===== src/rtl/preview_pkg.sv =====
`default_nettype none

package preview_pkg;

    //////////////////////////////
    // scalar types
    //////////////////////////////

    // one camera or output sample
    typedef logic [7:0] pixel_t;

    // column or row index
    typedef logic [15:0] coord_t;

    // host command fields
    typedef logic [15:0] cmd_addr_t;
    typedef logic [31:0] cmd_data_t;

    //////////////////////////////
    // grouped beats
    //////////////////////////////

    // camera beat at the top input
    typedef struct packed {
        pixel_t ch0;
        pixel_t ch1;
        logic   sof;
    } pix_pair_t;

    // camera beat tagged with its raster position
    typedef struct packed {
        pix_pair_t pair;
        coord_t    col;
        coord_t    row;
    } pos_pair_t;

    // entry of the output buffer
    typedef struct packed {
        logic   sof;
        pixel_t pixel;
    } frame_byte_t;

    typedef struct packed {
        coord_t col;
        coord_t row;
    } roi_corner_t;

    // address sits in the upper bytes, it arrives first
    typedef struct packed {
        cmd_addr_t addr;
        cmd_data_t data;
    } host_cmd_t;

    // "BIVFRAME", sent most significant byte first
    localparam logic [63:0] FRAME_MAGIC = 64'h4249_5646_5241_4D45;

    localparam cmd_addr_t CMD_ADDR_ROI_COL = 16'h0001;
    localparam cmd_addr_t CMD_ADDR_ROI_ROW = 16'h0002;

    localparam int CMD_BYTES = 6;

endpackage

`default_nettype wire


===== src/rtl/roi_crop_difference.sv =====
`default_nettype none
`timescale 1ns/1ps

module roi_crop_difference
    import preview_pkg::*;
#(
    parameter int ROI_WIDTH  = 400,
    parameter int ROI_HEIGHT = 400
) (
    input  logic        core_clk,
    input  logic        sys_reset,
    input  pos_pair_t   pos_pair_i,
    input  logic        valid_i,
    input  roi_corner_t corner_i,
    output frame_byte_t byte_o,
    output logic        write_o
);

    //////////////////////////////
    // window test
    //////////////////////////////

    // one extra bit so a corner near the top of the range cannot wrap
    logic [16:0] col_end;
    logic [16:0] row_end;
    logic        col_in;
    logic        row_in;
    logic        in_window;
    logic        at_corner;

    assign col_end = 17'(corner_i.col) + 17'(ROI_WIDTH);
    assign row_end = 17'(corner_i.row) + 17'(ROI_HEIGHT);

    assign col_in = (pos_pair_i.col >= corner_i.col) && (17'(pos_pair_i.col) < col_end);
    assign row_in = (pos_pair_i.row >= corner_i.row) && (17'(pos_pair_i.row) < row_end);

    assign in_window = col_in && row_in;

    // first pixel of the window opens a new output frame
    assign at_corner = (pos_pair_i.col == corner_i.col) && (pos_pair_i.row == corner_i.row);

    //////////////////////////////
    // difference byte
    //////////////////////////////

    pixel_t diff;

    always_comb begin
        if (pos_pair_i.pair.ch0 >= pos_pair_i.pair.ch1) begin
            diff = pos_pair_i.pair.ch0 - pos_pair_i.pair.ch1;
        end else begin
            diff = pos_pair_i.pair.ch1 - pos_pair_i.pair.ch0;
        end
    end

    always_ff @(posedge core_clk) begin
        if (sys_reset) begin
            write_o <= 1'b0;
        end else begin
            write_o <= valid_i && in_window;
        end
    end

    always_ff @(posedge core_clk) begin
        if (valid_i && in_window) begin
            byte_o.sof   <= at_corner;
            byte_o.pixel <= diff;
        end
    end

endmodule

`default_nettype wire


===== config.mk =====
export PLATFORM = sky130hd
export DESIGN_NAME = roi_crop_difference
export DESIGN_NICKNAME = d
export VERILOG_FILES = /design/src/rtl/preview_pkg.sv /design/src/rtl/roi_crop_difference.sv
export SDC_FILE = /design/constraint.sdc
export NUM_CORES = 1
export LEC_CHECK = 0
export ABC_CLOCK_PERIOD_IN_PS = 5080
export BUFFER_PORTS_ARGS = -buffer_cell sky130_fd_sc_hd__buf_2
export CELL_PAD_IN_SITES_DETAIL_PLACEMENT = 1
export CELL_PAD_IN_SITES_GLOBAL_PLACEMENT = 2
export CORE_MARGIN = 5
export CORE_UTILIZATION = 31
export DETAILED_ROUTE_END_ITERATION = 6
export PLACE_DENSITY = 0.93
export SLEW_MARGIN = 20
export SYNTH_ARGS = -nofsm -noshare
export SYNTH_HDL_FRONTEND = slang
export SYNTH_SLANG_ARGS = --single-unit
export TNS_END_PERCENT = 50

===== constraint.sdc =====
create_clock -name core_clk -period 5.08 [get_ports core_clk]
set_input_delay 0.508 -clock core_clk [delete_from_list [all_inputs] [get_ports core_clk]]
set_output_delay 0.508 -clock core_clk [all_outputs]
set_load 0.02 [all_outputs]

[Yosys cells after proc, flatten, opt, wreduce, memory -nomap -nowiden]
Index checks and enable logic that the tools add are counted.
Widths: inputs -> output; s select.
Storage, ports and cells
  output and inout bits: 10
  register bits after elaboration: 10
  input port bits: 84
  logic and storage cells: 20
Cells by class
  add/sub/neg operators: 4
  muxes and demuxes: 1
  equal/unequal tests: 2
  reductions and logical operators: 5
  magnitude comparators: 5
Operator list (count)
  $add 16x9->17 const B: 2
  $lt 16x17->1: 2
  $eq 16x16->1: 2
  $ge 16x16->1: 2
  $sub 8x8->8: 2
  $ge 8x8->1: 1
  $mux 8: 1
  $logic_and 1x1->1: 5

[Depth between registers and ports, before layout]
Gate-level depths: netlist of the first run.
  depth in word-level cells: 5
  depth in mapped cells: 12
  mapped depth without buffers: 12

[Least setup slack after synthesis of the first run]
Ideal clock, no wire load.
  path type: input to register
  start point: in corner_i[4] in the netlist's numbering
  end point: reg byte_o[0] in the netlist's numbering (enable)
  buffers on the path: 0
  path slack: 2.062 ns
  data arrival time: 2.681 ns
  cell stages on the path: 12
  cells stage by stage: ha_1 -> a21oi_1 -> nand2_1 -> nand2_1 -> xnor2_1 -> ha_1 -> a21o_1 -> a21o_1 -> a21o_1 -> o31ai_1 -> o21ai_0 -> and3b_1
Between the ends
  longest elaborated chain between the ends: 5
Ends and longest elaborated chain
  start, declared: RTL line roi_crop_difference.sv:14  | input roi_corner_t corner_i,
  $add 16x9->17: RTL line roi_crop_difference.sv:32  | assign row_end = 17'(corner_i.row) + 17'(ROI_HEIGHT);
  $lt 16x17->1: RTL line roi_crop_difference.sv:35  | assign row_in = (pos_pair_i.row >= corner_i.row) && (17'(pos_pair_i.row) < row_end);
  $logic_and 1x1->1 *: RTL line roi_crop_difference.sv:35
  $logic_and 1x1->1 *: RTL line roi_crop_difference.sv:37  | assign in_window = col_in && row_in;
  $logic_and 1x1->1 *: RTL line roi_crop_difference.sv:65  | if (valid_i && in_window) begin
  end, declared: RTL line roi_crop_difference.sv:15  | output frame_byte_t byte_o,
Every way passes the cells marked *; elsewhere a longest branch is shown, timed or not.
A chain may end at the register's enable or synchronous reset.

[Final worst setup path of the first run]
Ends and elaborated chain as after synthesis.

==> qor.csv, run 1 <==
stage;metric;value;unit
outcome;outcome;complete, no violations;
global_route;grt_max_degree;12;
critical_path;worstPathMaxFanout;9;
cts;ctsResizeCount;0;
layout;fin_nets;583;
layout;final_cell_mix;buf_2, ha_1, inv_1;
yosys;synth_cell_type_count;42;
yosys;avgSynthCellArea;8.04;um2
detailed_routing;dr.pass1.iters;4;
place;globalplace.congestion;0.797;
detailed_routing;vias;2692;
place;dp.cells;524;
layout;areaGrowthSynthToFinish;23.6;%
die;die-height;102;um
cts;cts_sinks;10;
critical_path;cp.buffers_inverters;1;
critical_path;cpMostUsedCell;a21o_1;
die;die_area;10500;um2
critical_path;slowest_delay;0.56;ns
yosys;synth-edff-count;9;
yosys;yosysSeqAreaShare;11.0;%
critical_path;cpMaxStageDelayCell;and3b_1;
critical_path;worstSetupPathType;in2reg;
timing;period_minus_slack;3.42;ns
power_and_ir_drop;p_leak;1.77;nW
critical_path;cp.arrival;3.30;ns
die;ios;94;
power_and_ir_drop;ir_worst_vdd;0.0000866;V
cts;cts_tree;yes;
critical_path;worstSetupEndpoint;byte_o[0];
die;core;8260;um2
cts;holdBufCountCts;0;
layout;diodes;0;
global_route;antenna_found_initial;0;
critical_path;cp-end-kind;flip-flop;
power_and_ir_drop;powerDensity;139;nW/um2
detailed_routing;wl_per_cell;14.6;um
yosys;synth-main-ff-cell;edfxtp_1;
timing;hold_viol;0;
global_route;grt_pass1_wl;12600;um
place;dp_slack;1.33;ns
worst_hold_path;hp-start;sys_reset;
timing;max_slew_margin;33.7;%
layout;layout_commonest_cell;buf_2;
yosys;yosys_warnings;0;
layout;drive_gt1_share;23.2;%
critical_path;cp_cell_sequence;buf_2 -> ha_1 -> a21oi_1 -> nand2_1 -> nand2_1 -> xnor2_1 -> ha_1 -> a21o_1 -> a21o_1 -> a21o_1 -> o31ai_1 -> o21ai_0 -> and3b_1;
yosys;synth_area;2650;um2
cts;root_buffer;clkbuf_8;
detailed_routing;drtIter0Drc;40;
global_route;grt_pass1_vias;2977;
detailed_routing;vias_per_cell;5.10;
timing;rsz0062_at_grt;false;
global_route;grt_usage;14.6;%
global_route;gr-total-overflow;0;
place;dp_hpwl;7160;um
timing;fin_setup_tns;0;ns
cts;path_clk_slew;0.05;ns
timing;drv_slew;0;
detailed_routing;route.detailed.drc;0;
cts;ctsHtreeMaxLevel;1;
critical_path;required;4.95;ns
timing;finalSetupViolations;0;
timing;fmax;292;MHz
timing;fin_crit_sh;67.4;%
die;std_cell_rows;33;
timing;worstMarginPinSlew;0.994;ns
layout;instances_no_fill;528;
yosys;ys_ff_latch;10;
yosys;synthCells;329;
timing;setup_slack;1.66;ns
die;start_util;32.0;%
layout;fin_util;39.6;%
critical_path;critPathLaunchType;primary input;
flow_run;maxCapViolations;0;
detailed_routing;antenna_left;0;
die;dieWidth;102;um
critical_path;crit_cells;13;
worst_hold_path;hold_path_class;in2reg;
yosys;syn_nets;488;
place;port_buffers;92;
critical_path;cpLargestDelayFamily;compound AO/OA/AOI/OAI gates;
critical_path;worstSetupStartpoint;corner_i[4];
cts;cts.repair_timing.setup_buffer_count;0;
detailed_routing;wl;7720;um
cts;numCtsBuffers;3;
cts;clockBufferDepth;2;
yosys;async_flop_share;0;%
==> cells in the mapped netlist (all sizes together) (3+ instances only) <==
library cell	instances	share of area [%]
ha	73	35
inv	56	7.9
a21oi	28	5.3
xnor2	22	7.3
nand2	15	2.1
nand3	14	2.6
nand4	13	3.1
o21ai	13	2.5
a21o	11	3.1
nor2	10	1.4
edfxtp	9	10
nor2b	7	1.7
a211oi	5	1.4
and3	4	0.95
nand2b	4	0.95
nor3	4	0.76
a31oi	3	0.71
mux2i	3	1.1
nor4	3	0.71
o31ai	3	1.0
xor2	3	0.99
==> power by group <==
part | total, W | switching, W | internal [W]
Sequential | 0.0000988 | 0.000000966 | 0.0000978
Clock | 0.0000875 | 0.0000324 | 0.0000551
Combinational | 0.000269 | 0.000146 | 0.000123
Total | 0.000455 | 0.000179 | 0.000276
==> sequential cells by signal, indices dropped and copies added, names as in the netlist <==
register	flops
byte_o	9
write_o	1
==> area by class of cell <==
class                   instances  area [um2]
inverters                      56         210
well taps                     105         131
multi-input cells             261        2130
repair buffers                 92         460
flip-flops and latches         10         290
clock buffers                   4        45.0
fillers                      1057        4990
==> metrics by stage <==
step	area [um2]	hold slack, ns	power (W)
after floorplan	2650	0.757	0.000275
after global placement	3220	0.837	0.000359
after detailed placement	3220	0.848	0.000371
after CTS	3270	0.594	0.000464
after global routing	3270	0.605	0.000504
final	3270	0.604	0.000455
==> worst min path at each step <==
stage	end	cells after the start
after floorplan	write_o	1
after global placement	write_o	2
after detailed placement	write_o	2
after CTS	write_o	2
after global routing	write_o	2
final	write_o	2
==> routing by layer <==
layer | up-vias | wire length [um] | global-route usage (%)
met1 | 1265 | 3270 | 16.7
met3 | 6 | 335 | 1.98
met4 | 0 | 55 | 1.72
met5 | - | 0 | 0
li1 | 1366 | - | -
met2 | 55 | 4050 | 29.0
==> logic make-up after synthesis <==
group           Yosys count  synth area share, %
buf+inv                  58                 8.42
fa+ha+maj                75                 36.0
xor+xnor                 25                 8.28
compound gates           76                 18.0
flops                    10                 11.0
mux                       3                 1.14
simple gates             82                 17.1
Note: power is estimated with default switching activity, not from simulation.
==> run 2, diff against run 1 <==
- ABC_CLOCK_PERIOD_IN_PS: 5080 -> 3250
- CORE_UTILIZATION: 31 -> 29
- PLACE_DENSITY: 0.93 -> 0.88
- clock period: 5.08 -> 3.25 ns (I/O delays scaled with it)
==> run 2 against run 1 <==
  * Total power is 57% higher
  * Via count up 0.19%
  * Sequential share of layout area decreased by 0.10 points
  * Largest power group unchanged
  * Clock power is 55% higher
  * Critical endpoint is now byte_o[6]
  * Critical path depth is 1 higher
  * Largest cell class unchanged
  * Die area grew 6.2%
  * Critical path type unchanged
  * Count of clock-buffer cells in the layout fell by 1
==> qor.csv, run 2 (synthesized netlist as in run 1, its figures left out) <==
stage;metric;value;unit;change
detailed_routing;drtIter0Drc;41;;+2.5%
flow_run;maxCapViolations;0;;unchanged
layout;fillers;1124;;+6.3%
detailed_routing;wl_per_cell;14.7;um;+0.62%
timing;fin_setup_tns;0;ns;unchanged
cts;numCtsBuffers;3;;unchanged
cts;clockBufferDepth;2;;unchanged
critical_path;worstPathMaxFanout;9;;unchanged
global_route;gr-total-overflow;0;;unchanged
timing;hold_viol;0;;unchanged
critical_path;worstSetupStartpoint;corner_i[4];;
detailed_routing;wl;7850;um;+1.8%
timing;worstMarginPinSlew;1.02;ns;+0.0291 ns
outcome;outcome;complete, no violations;;
critical_path;cp-end-kind;flip-flop;;
layout;largest_register;byte_o;;
layout;fin_nets;586;;+0.51%
cts;ctsHtreeMaxLevel;1;;unchanged
global_route;grt_pass1_vias;2913;;-2.1%
global_route;grt_usage;13.9;%;-0.69 points
layout;drive_gt1_share;23.7;%;+0.54 points
layout;areaGrowthSynthToFinish;25.1;%;
die;core;8810;um2;+6.6%
cts;cts.repair_timing.setup_buffer_count;0;;unchanged
global_route;grt_max_degree;12;;unchanged
timing;period_minus_slack;2.96;ns;
detailed_routing;vias;2697;;+0.19%
cts;cts_sinks;10;;unchanged
cts;root_buffer;clkbuf_8;;
cts;ctsResizeCount;0;;unchanged
power_and_ir_drop;p_leak;1.79;nW;+1.0%
die;dieWidth;106;um;+3.1%
critical_path;cpMaxStageDelayCell;and3b_1;;
timing;fin_crit_sh;91.0;%;
place;globalplace.congestion;0.817;;+2.4%
timing;finalSetupViolations;0;;unchanged
detailed_routing;antenna_left;0;;unchanged
detailed_routing;route.detailed.drc;0;;unchanged
timing;rsz0062_at_grt;false;;
critical_path;worstSetupPathType;in2reg;;
critical_path;cpMostUsedCell;a21o_1;;
detailed_routing;vias_per_cell;5.05;;-0.94%
critical_path;required;3.20;ns;-1.75 ns
cts;cts_tree;yes;;
cts;path_clk_slew;0.05;ns;about the same
cts;holdBufCountCts;0;;unchanged
layout;fin_area;3310;um2;+1.2%
critical_path;slowest_delay;0.30;ns;-0.26 ns
die;std_cell_rows;34;;+3.0%
global_route;antenna_found_initial;0;;unchanged
timing;drv_slew;0;;unchanged
critical_path;cp_cell_sequence;buf_2 -> ha_1 -> a21oi_1 -> nand2_1 -> nand2_1 -> xnor2_1 -> ha_1 -> a21o_1 -> a21o_1 -> a21o_1 -> o31ai_1 -> o21ai_0 -> and3b_1 -> buf_12;;
layout;final_cell_mix;buf_2, ha_1, inv_1;;
layout;largest_reg_flops;9;;unchanged
die;die-height;106;um;+3.1%
place;place_area;3260;um2;+1.2%
timing;fmax;338;MHz;
worst_hold_path;hp-start;sys_reset;;
place;port_buffers;92;;unchanged
power_and_ir_drop;powerDensity;217;nW/um2;+56%
place;dp_hpwl;7180;um;+0.32%
worst_hold_path;hold_path_class;in2reg;;
critical_path;cp.arrival;2.91;ns;-0.39 ns
die;die_area;11100;um2;+6.2%
die;ios;94;;unchanged
layout;diodes;0;;unchanged
layout;layout_commonest_cell;buf_2;;
die;start_util;30.0;%;-2.0 points
critical_path;critPathLaunchType;primary input;;
global_route;grt_pass1_wl;13100;um;+4.2%
detailed_routing;dr.pass1.iters;4;;unchanged
timing;max_slew_margin;31.8;%;-1.9 points
power_and_ir_drop;ir_worst_vdd;0.000203;V;+130%
layout;reg_top3;byte_o x9, write_o x1;;
[run 2: final timing paths]
check / end / slack, ns / depth (start not counted)
min: write_o / 0.42 / 2
max: byte_o[6] / 0.29 / 14
[run 2: layout make-up]
| cell class | count | area (um2) | area share, % |
|---|---|---|---|
| Inverter | 56 | 210 | 6.35 |
| Clock inverter | 1 | 3.75 | 0.113 |
| Timing Repair Buffer | 95 | 495 | 15.0 |
| Sequential cell | 10 | 290 | 8.77 |
| Multi-Input combinational cell | 261 | 2130 | 64.4 |
| Clock buffer | 3 | 41.3 | 1.25 |
| Tap cell | 108 | 135 | 4.08 |
[run 2: through the flow]
stage / setup WS (ns) / hold slack, ns / cells / power (W) / utilization (%)
final: 0.294 / 0.418 / 534 / 0.000717 / 37.6
after global routing: 0.0589 / 0.419 / 534 / 0.000792 / 37.6
after CTS: 0.257 / 0.414 / 534 / 0.000729 / 37.6
after detailed placement: 0.0217 / 0.665 / 530 / 0.000585 / 37.1
after global placement: 0.132 / 0.654 / 530 / 0.000569 / 37.1
after floorplan: 0.415 / 0.574 / 329 / 0.000430 / -
[run 2: metal layers]
metal  routed length, um  vias to the layer above  share of wire, %  track usage (%)
li1                    -                     1372                 -                -
met1                3440                     1263                44             17.0
met3                 369                        4               4.7             2.51
met2                4010                       58                51             26.3
met5                   0                        -                 0                0
met4                  40                        0              0.51            0.833
[run 2: worst max-delay path: cells and delay by family]
kind,cells,cell delay (ns)
AOI/OAI and AO/OA,6,1.18
and+or+nand+nor,3,0.51
adders and majority gates,2,0.49
buffers and inverters,2,0.26
xor gates and xnor gates,1,0.13
[run 2: power breakdown]
group          switching (W)  internal, W  leakage, nW
Sequential        0.00000142     0.000153       0.0874
Clock              0.0000526    0.0000831       0.0231
Combinational       0.000231     0.000196         1.68
==> run 3, diff against run 2 <==
- CELL_PAD_IN_SITES_DETAIL_PLACEMENT: 1 -> 0
- CELL_PAD_IN_SITES_GLOBAL_PLACEMENT: 2 -> 1
- CORE_UTILIZATION: 29 -> 37
==> run 3 against run 2 <==
  * Critical path depth did not move
  * Total power fell by 3.4%
  * Cell area fell by 0.68%
  * Maximum frequency rose by 2.8%
  * Sequential power barely moved
  * Flip-flop and latch count did not move
  * Worst setup slack improved by 0.080 ns
  * Non-clock buffer count fell by 1
  * Count of clock-buffer cells in the layout rose by 1
  * Clock power fell by 4%
  * Global-route usage rose by 0.68 points
  * Critical path type unchanged
  * Largest cell class unchanged
  * Largest power group unchanged
  * Highest routed layer is now met5
==> qor.csv, run 3 (synthesized netlist as in run 1, its figures left out) <==
stage;metric;value;unit;change
outcome;outcome;complete, no violations;;
critical_path;required;3.20;ns;about the same
layout;largest_register;byte_o;;
timing;worstMarginPinSlew;1.00;ns;-0.0187 ns
layout;fin_util;47.8;%;+10 points
timing;fin_crit_sh;88.5;%;-2.5 points
global_route;antenna_found_initial;1;;+1
cts;clockBufferDepth;2;;unchanged
critical_path;slowest_delay;0.29;ns;about the same
cts;ctsHtreeMaxLevel;1;;unchanged
detailed_routing;antenna_left;0;;unchanged
critical_path;worstSetupPathType;in2reg;;
die;core;6870;um2;-22%
critical_path;worstPathMaxFanout;9;;unchanged
cts;path_clk_slew;0.04;ns;about the same
timing;hold_viol;0;;unchanged
global_route;grt_pass1_wl;10700;um;-19%
die;die-height;94.6;um;-10%
die;ios;94;;unchanged
layout;diodes;0;;unchanged
detailed_routing;wl_per_cell;12.6;um;-15%
critical_path;cpMostUsedCell;a21o_1;;
place;globalplace.congestion;0.877;;+7.4%
layout;fin_nets;585;;-0.17%
layout;drive_gt1_share;23.5;%;-0.18 points
timing;max_slew_margin;33.0;%;+1.2 points
detailed_routing;dr.pass1.iters;6;;+2
die;die_area;8940;um2;-20%
cts;ctsResizeCount;0;;unchanged
global_route;grt_pass1_vias;2546;;-13%
layout;ff_latch_area;290;um2;unchanged
detailed_routing;drtIter0Drc;54;;+32%
timing;rsz0062_at_grt;false;;
critical_path;cp-end-kind;flip-flop;;
layout;multiInputGateArea;2130;um2;unchanged
critical_path;cp_cell_sequence;buf_2 -> ha_1 -> a21oi_1 -> nand2_1 -> nand2_1 -> xnor2_1 -> ha_1 -> a21o_1 -> a21o_1 -> a21o_1 -> o31ai_1 -> o21ai_0 -> and3b_1 -> buf_12;;
die;dieWidth;94.6;um;-10%
timing;fmax;348;MHz;+2.8%
detailed_routing;wl;6550;um;-17%
power_and_ir_drop;ir_worst_vdd;0.000131;V;-36%
layout;fillers;709;;-37%
timing;fin_hold_ws;0.424;ns;+0.00613 ns
layout;reg_top3;byte_o x9, write_o x1;;
global_route;grt_usage;14.6;%;+0.68 points
detailed_routing;route.detailed.drc;0;;unchanged
timing;fin_setup_tns;0;ns;unchanged
timing;finalSetupViolations;0;;unchanged
flow_run;maxCapViolations;0;;unchanged
layout;largest_reg_flops;9;;unchanged
cts;cts.repair_timing.setup_buffer_count;0;;unchanged
layout;instances_no_fill;521;;-2.4%
cts;cts_tree;yes;;
place;dp_hpwl;6040;um;-16%
critical_path;cpMaxStageDelayCell;o31ai_1;;
cts;cts_sinks;10;;unchanged
critical_path;cp.arrival;2.82;ns;-0.09 ns
critical_path;critPathLaunchType;primary input;;
die;std_cell_rows;30;;-12%
place;port_buffers;92;;unchanged
global_route;grt_max_degree;12;;unchanged
die;start_util;38.5;%;+8.5 points
place;dp.cells;517;;-2.5%
layout;areaGrowthSynthToFinish;24.2;%;
power_and_ir_drop;powerDensity;211;nW/um2;-2.7%
global_route;gr-total-overflow;0;;unchanged
layout;final_cell_mix;buf_2, ha_1, inv_1;;
detailed_routing;vias_per_cell;4.98;;-1.5%
cts;numCtsBuffers;3;;unchanged
worst_hold_path;hold_path_class;in2reg;;
cts;root_buffer;clkbuf_8;;
timing;period_minus_slack;2.88;ns;-0.0801 ns
cts;holdBufCountCts;0;;unchanged
power_and_ir_drop;p_leak;1.78;nW;-0.31%
layout;layout_commonest_cell;buf_2;;
detailed_routing;vias;2593;;-3.9%
timing;drv_slew;0;;unchanged
==> run 3: final cells by class <==
cell class | count | area share [%]
inverter | 56 | 6.40
tap | 96 | 3.66
clock buffer | 4 | 1.37
sequential | 10 | 8.83
timing repair buffer | 94 | 14.9
multi-input combinational | 261 | 64.9
==> run 3: path summary, 6_finish.rpt <==
check,from,endpoint,slack [ns],depth (start not counted)
setup / recovery,corner_i[4],byte_o[3],0.37,14
hold / removal,sys_reset,write_o,0.42,2
==> run 3: critical path, delay by kind of cell <==
| family | cells | cell delay, ns |
|---|---|---|
| AND/OR/NAND/NOR | 3 | 0.48 |
| XOR/XNOR | 1 | 0.12 |
| AO/OA/AOI/OAI | 6 | 1.16 |
| buffers and inverters | 2 | 0.26 |
| adder cells (fa/ha/maj) | 2 | 0.48 |
==> run 3: power breakdown <==
group	leakage (nW)	internal, W	total (W)	switching [W]
Clock	0.0228	0.0000855	0.000130	0.0000447
Combinational	1.67	0.000193	0.000407	0.000215
Sequential	0.0874	0.000153	0.000155	0.00000174
==> run 3: metal layers <==
layer	vias up	part of all wire [%]	GRT usage, %
li1	1376	-	-
met5	-	0.11	0
met4	2	0.60	1.80
met2	60	47	26.2
met1	1151	45	18.1
met3	4	6.6	3.27
==> run 3: stage by stage <==
stage                     cell area [um2]  worst slack, ns  total power [W]
after floorplan                      2650            0.415         0.000430
after global placement               3240            0.144         0.000558
after detailed placement             3240            0.111         0.000568
after CTS                            3290            0.338         0.000702
after global routing                 3290            0.160         0.000769
final                                3290            0.374         0.000692
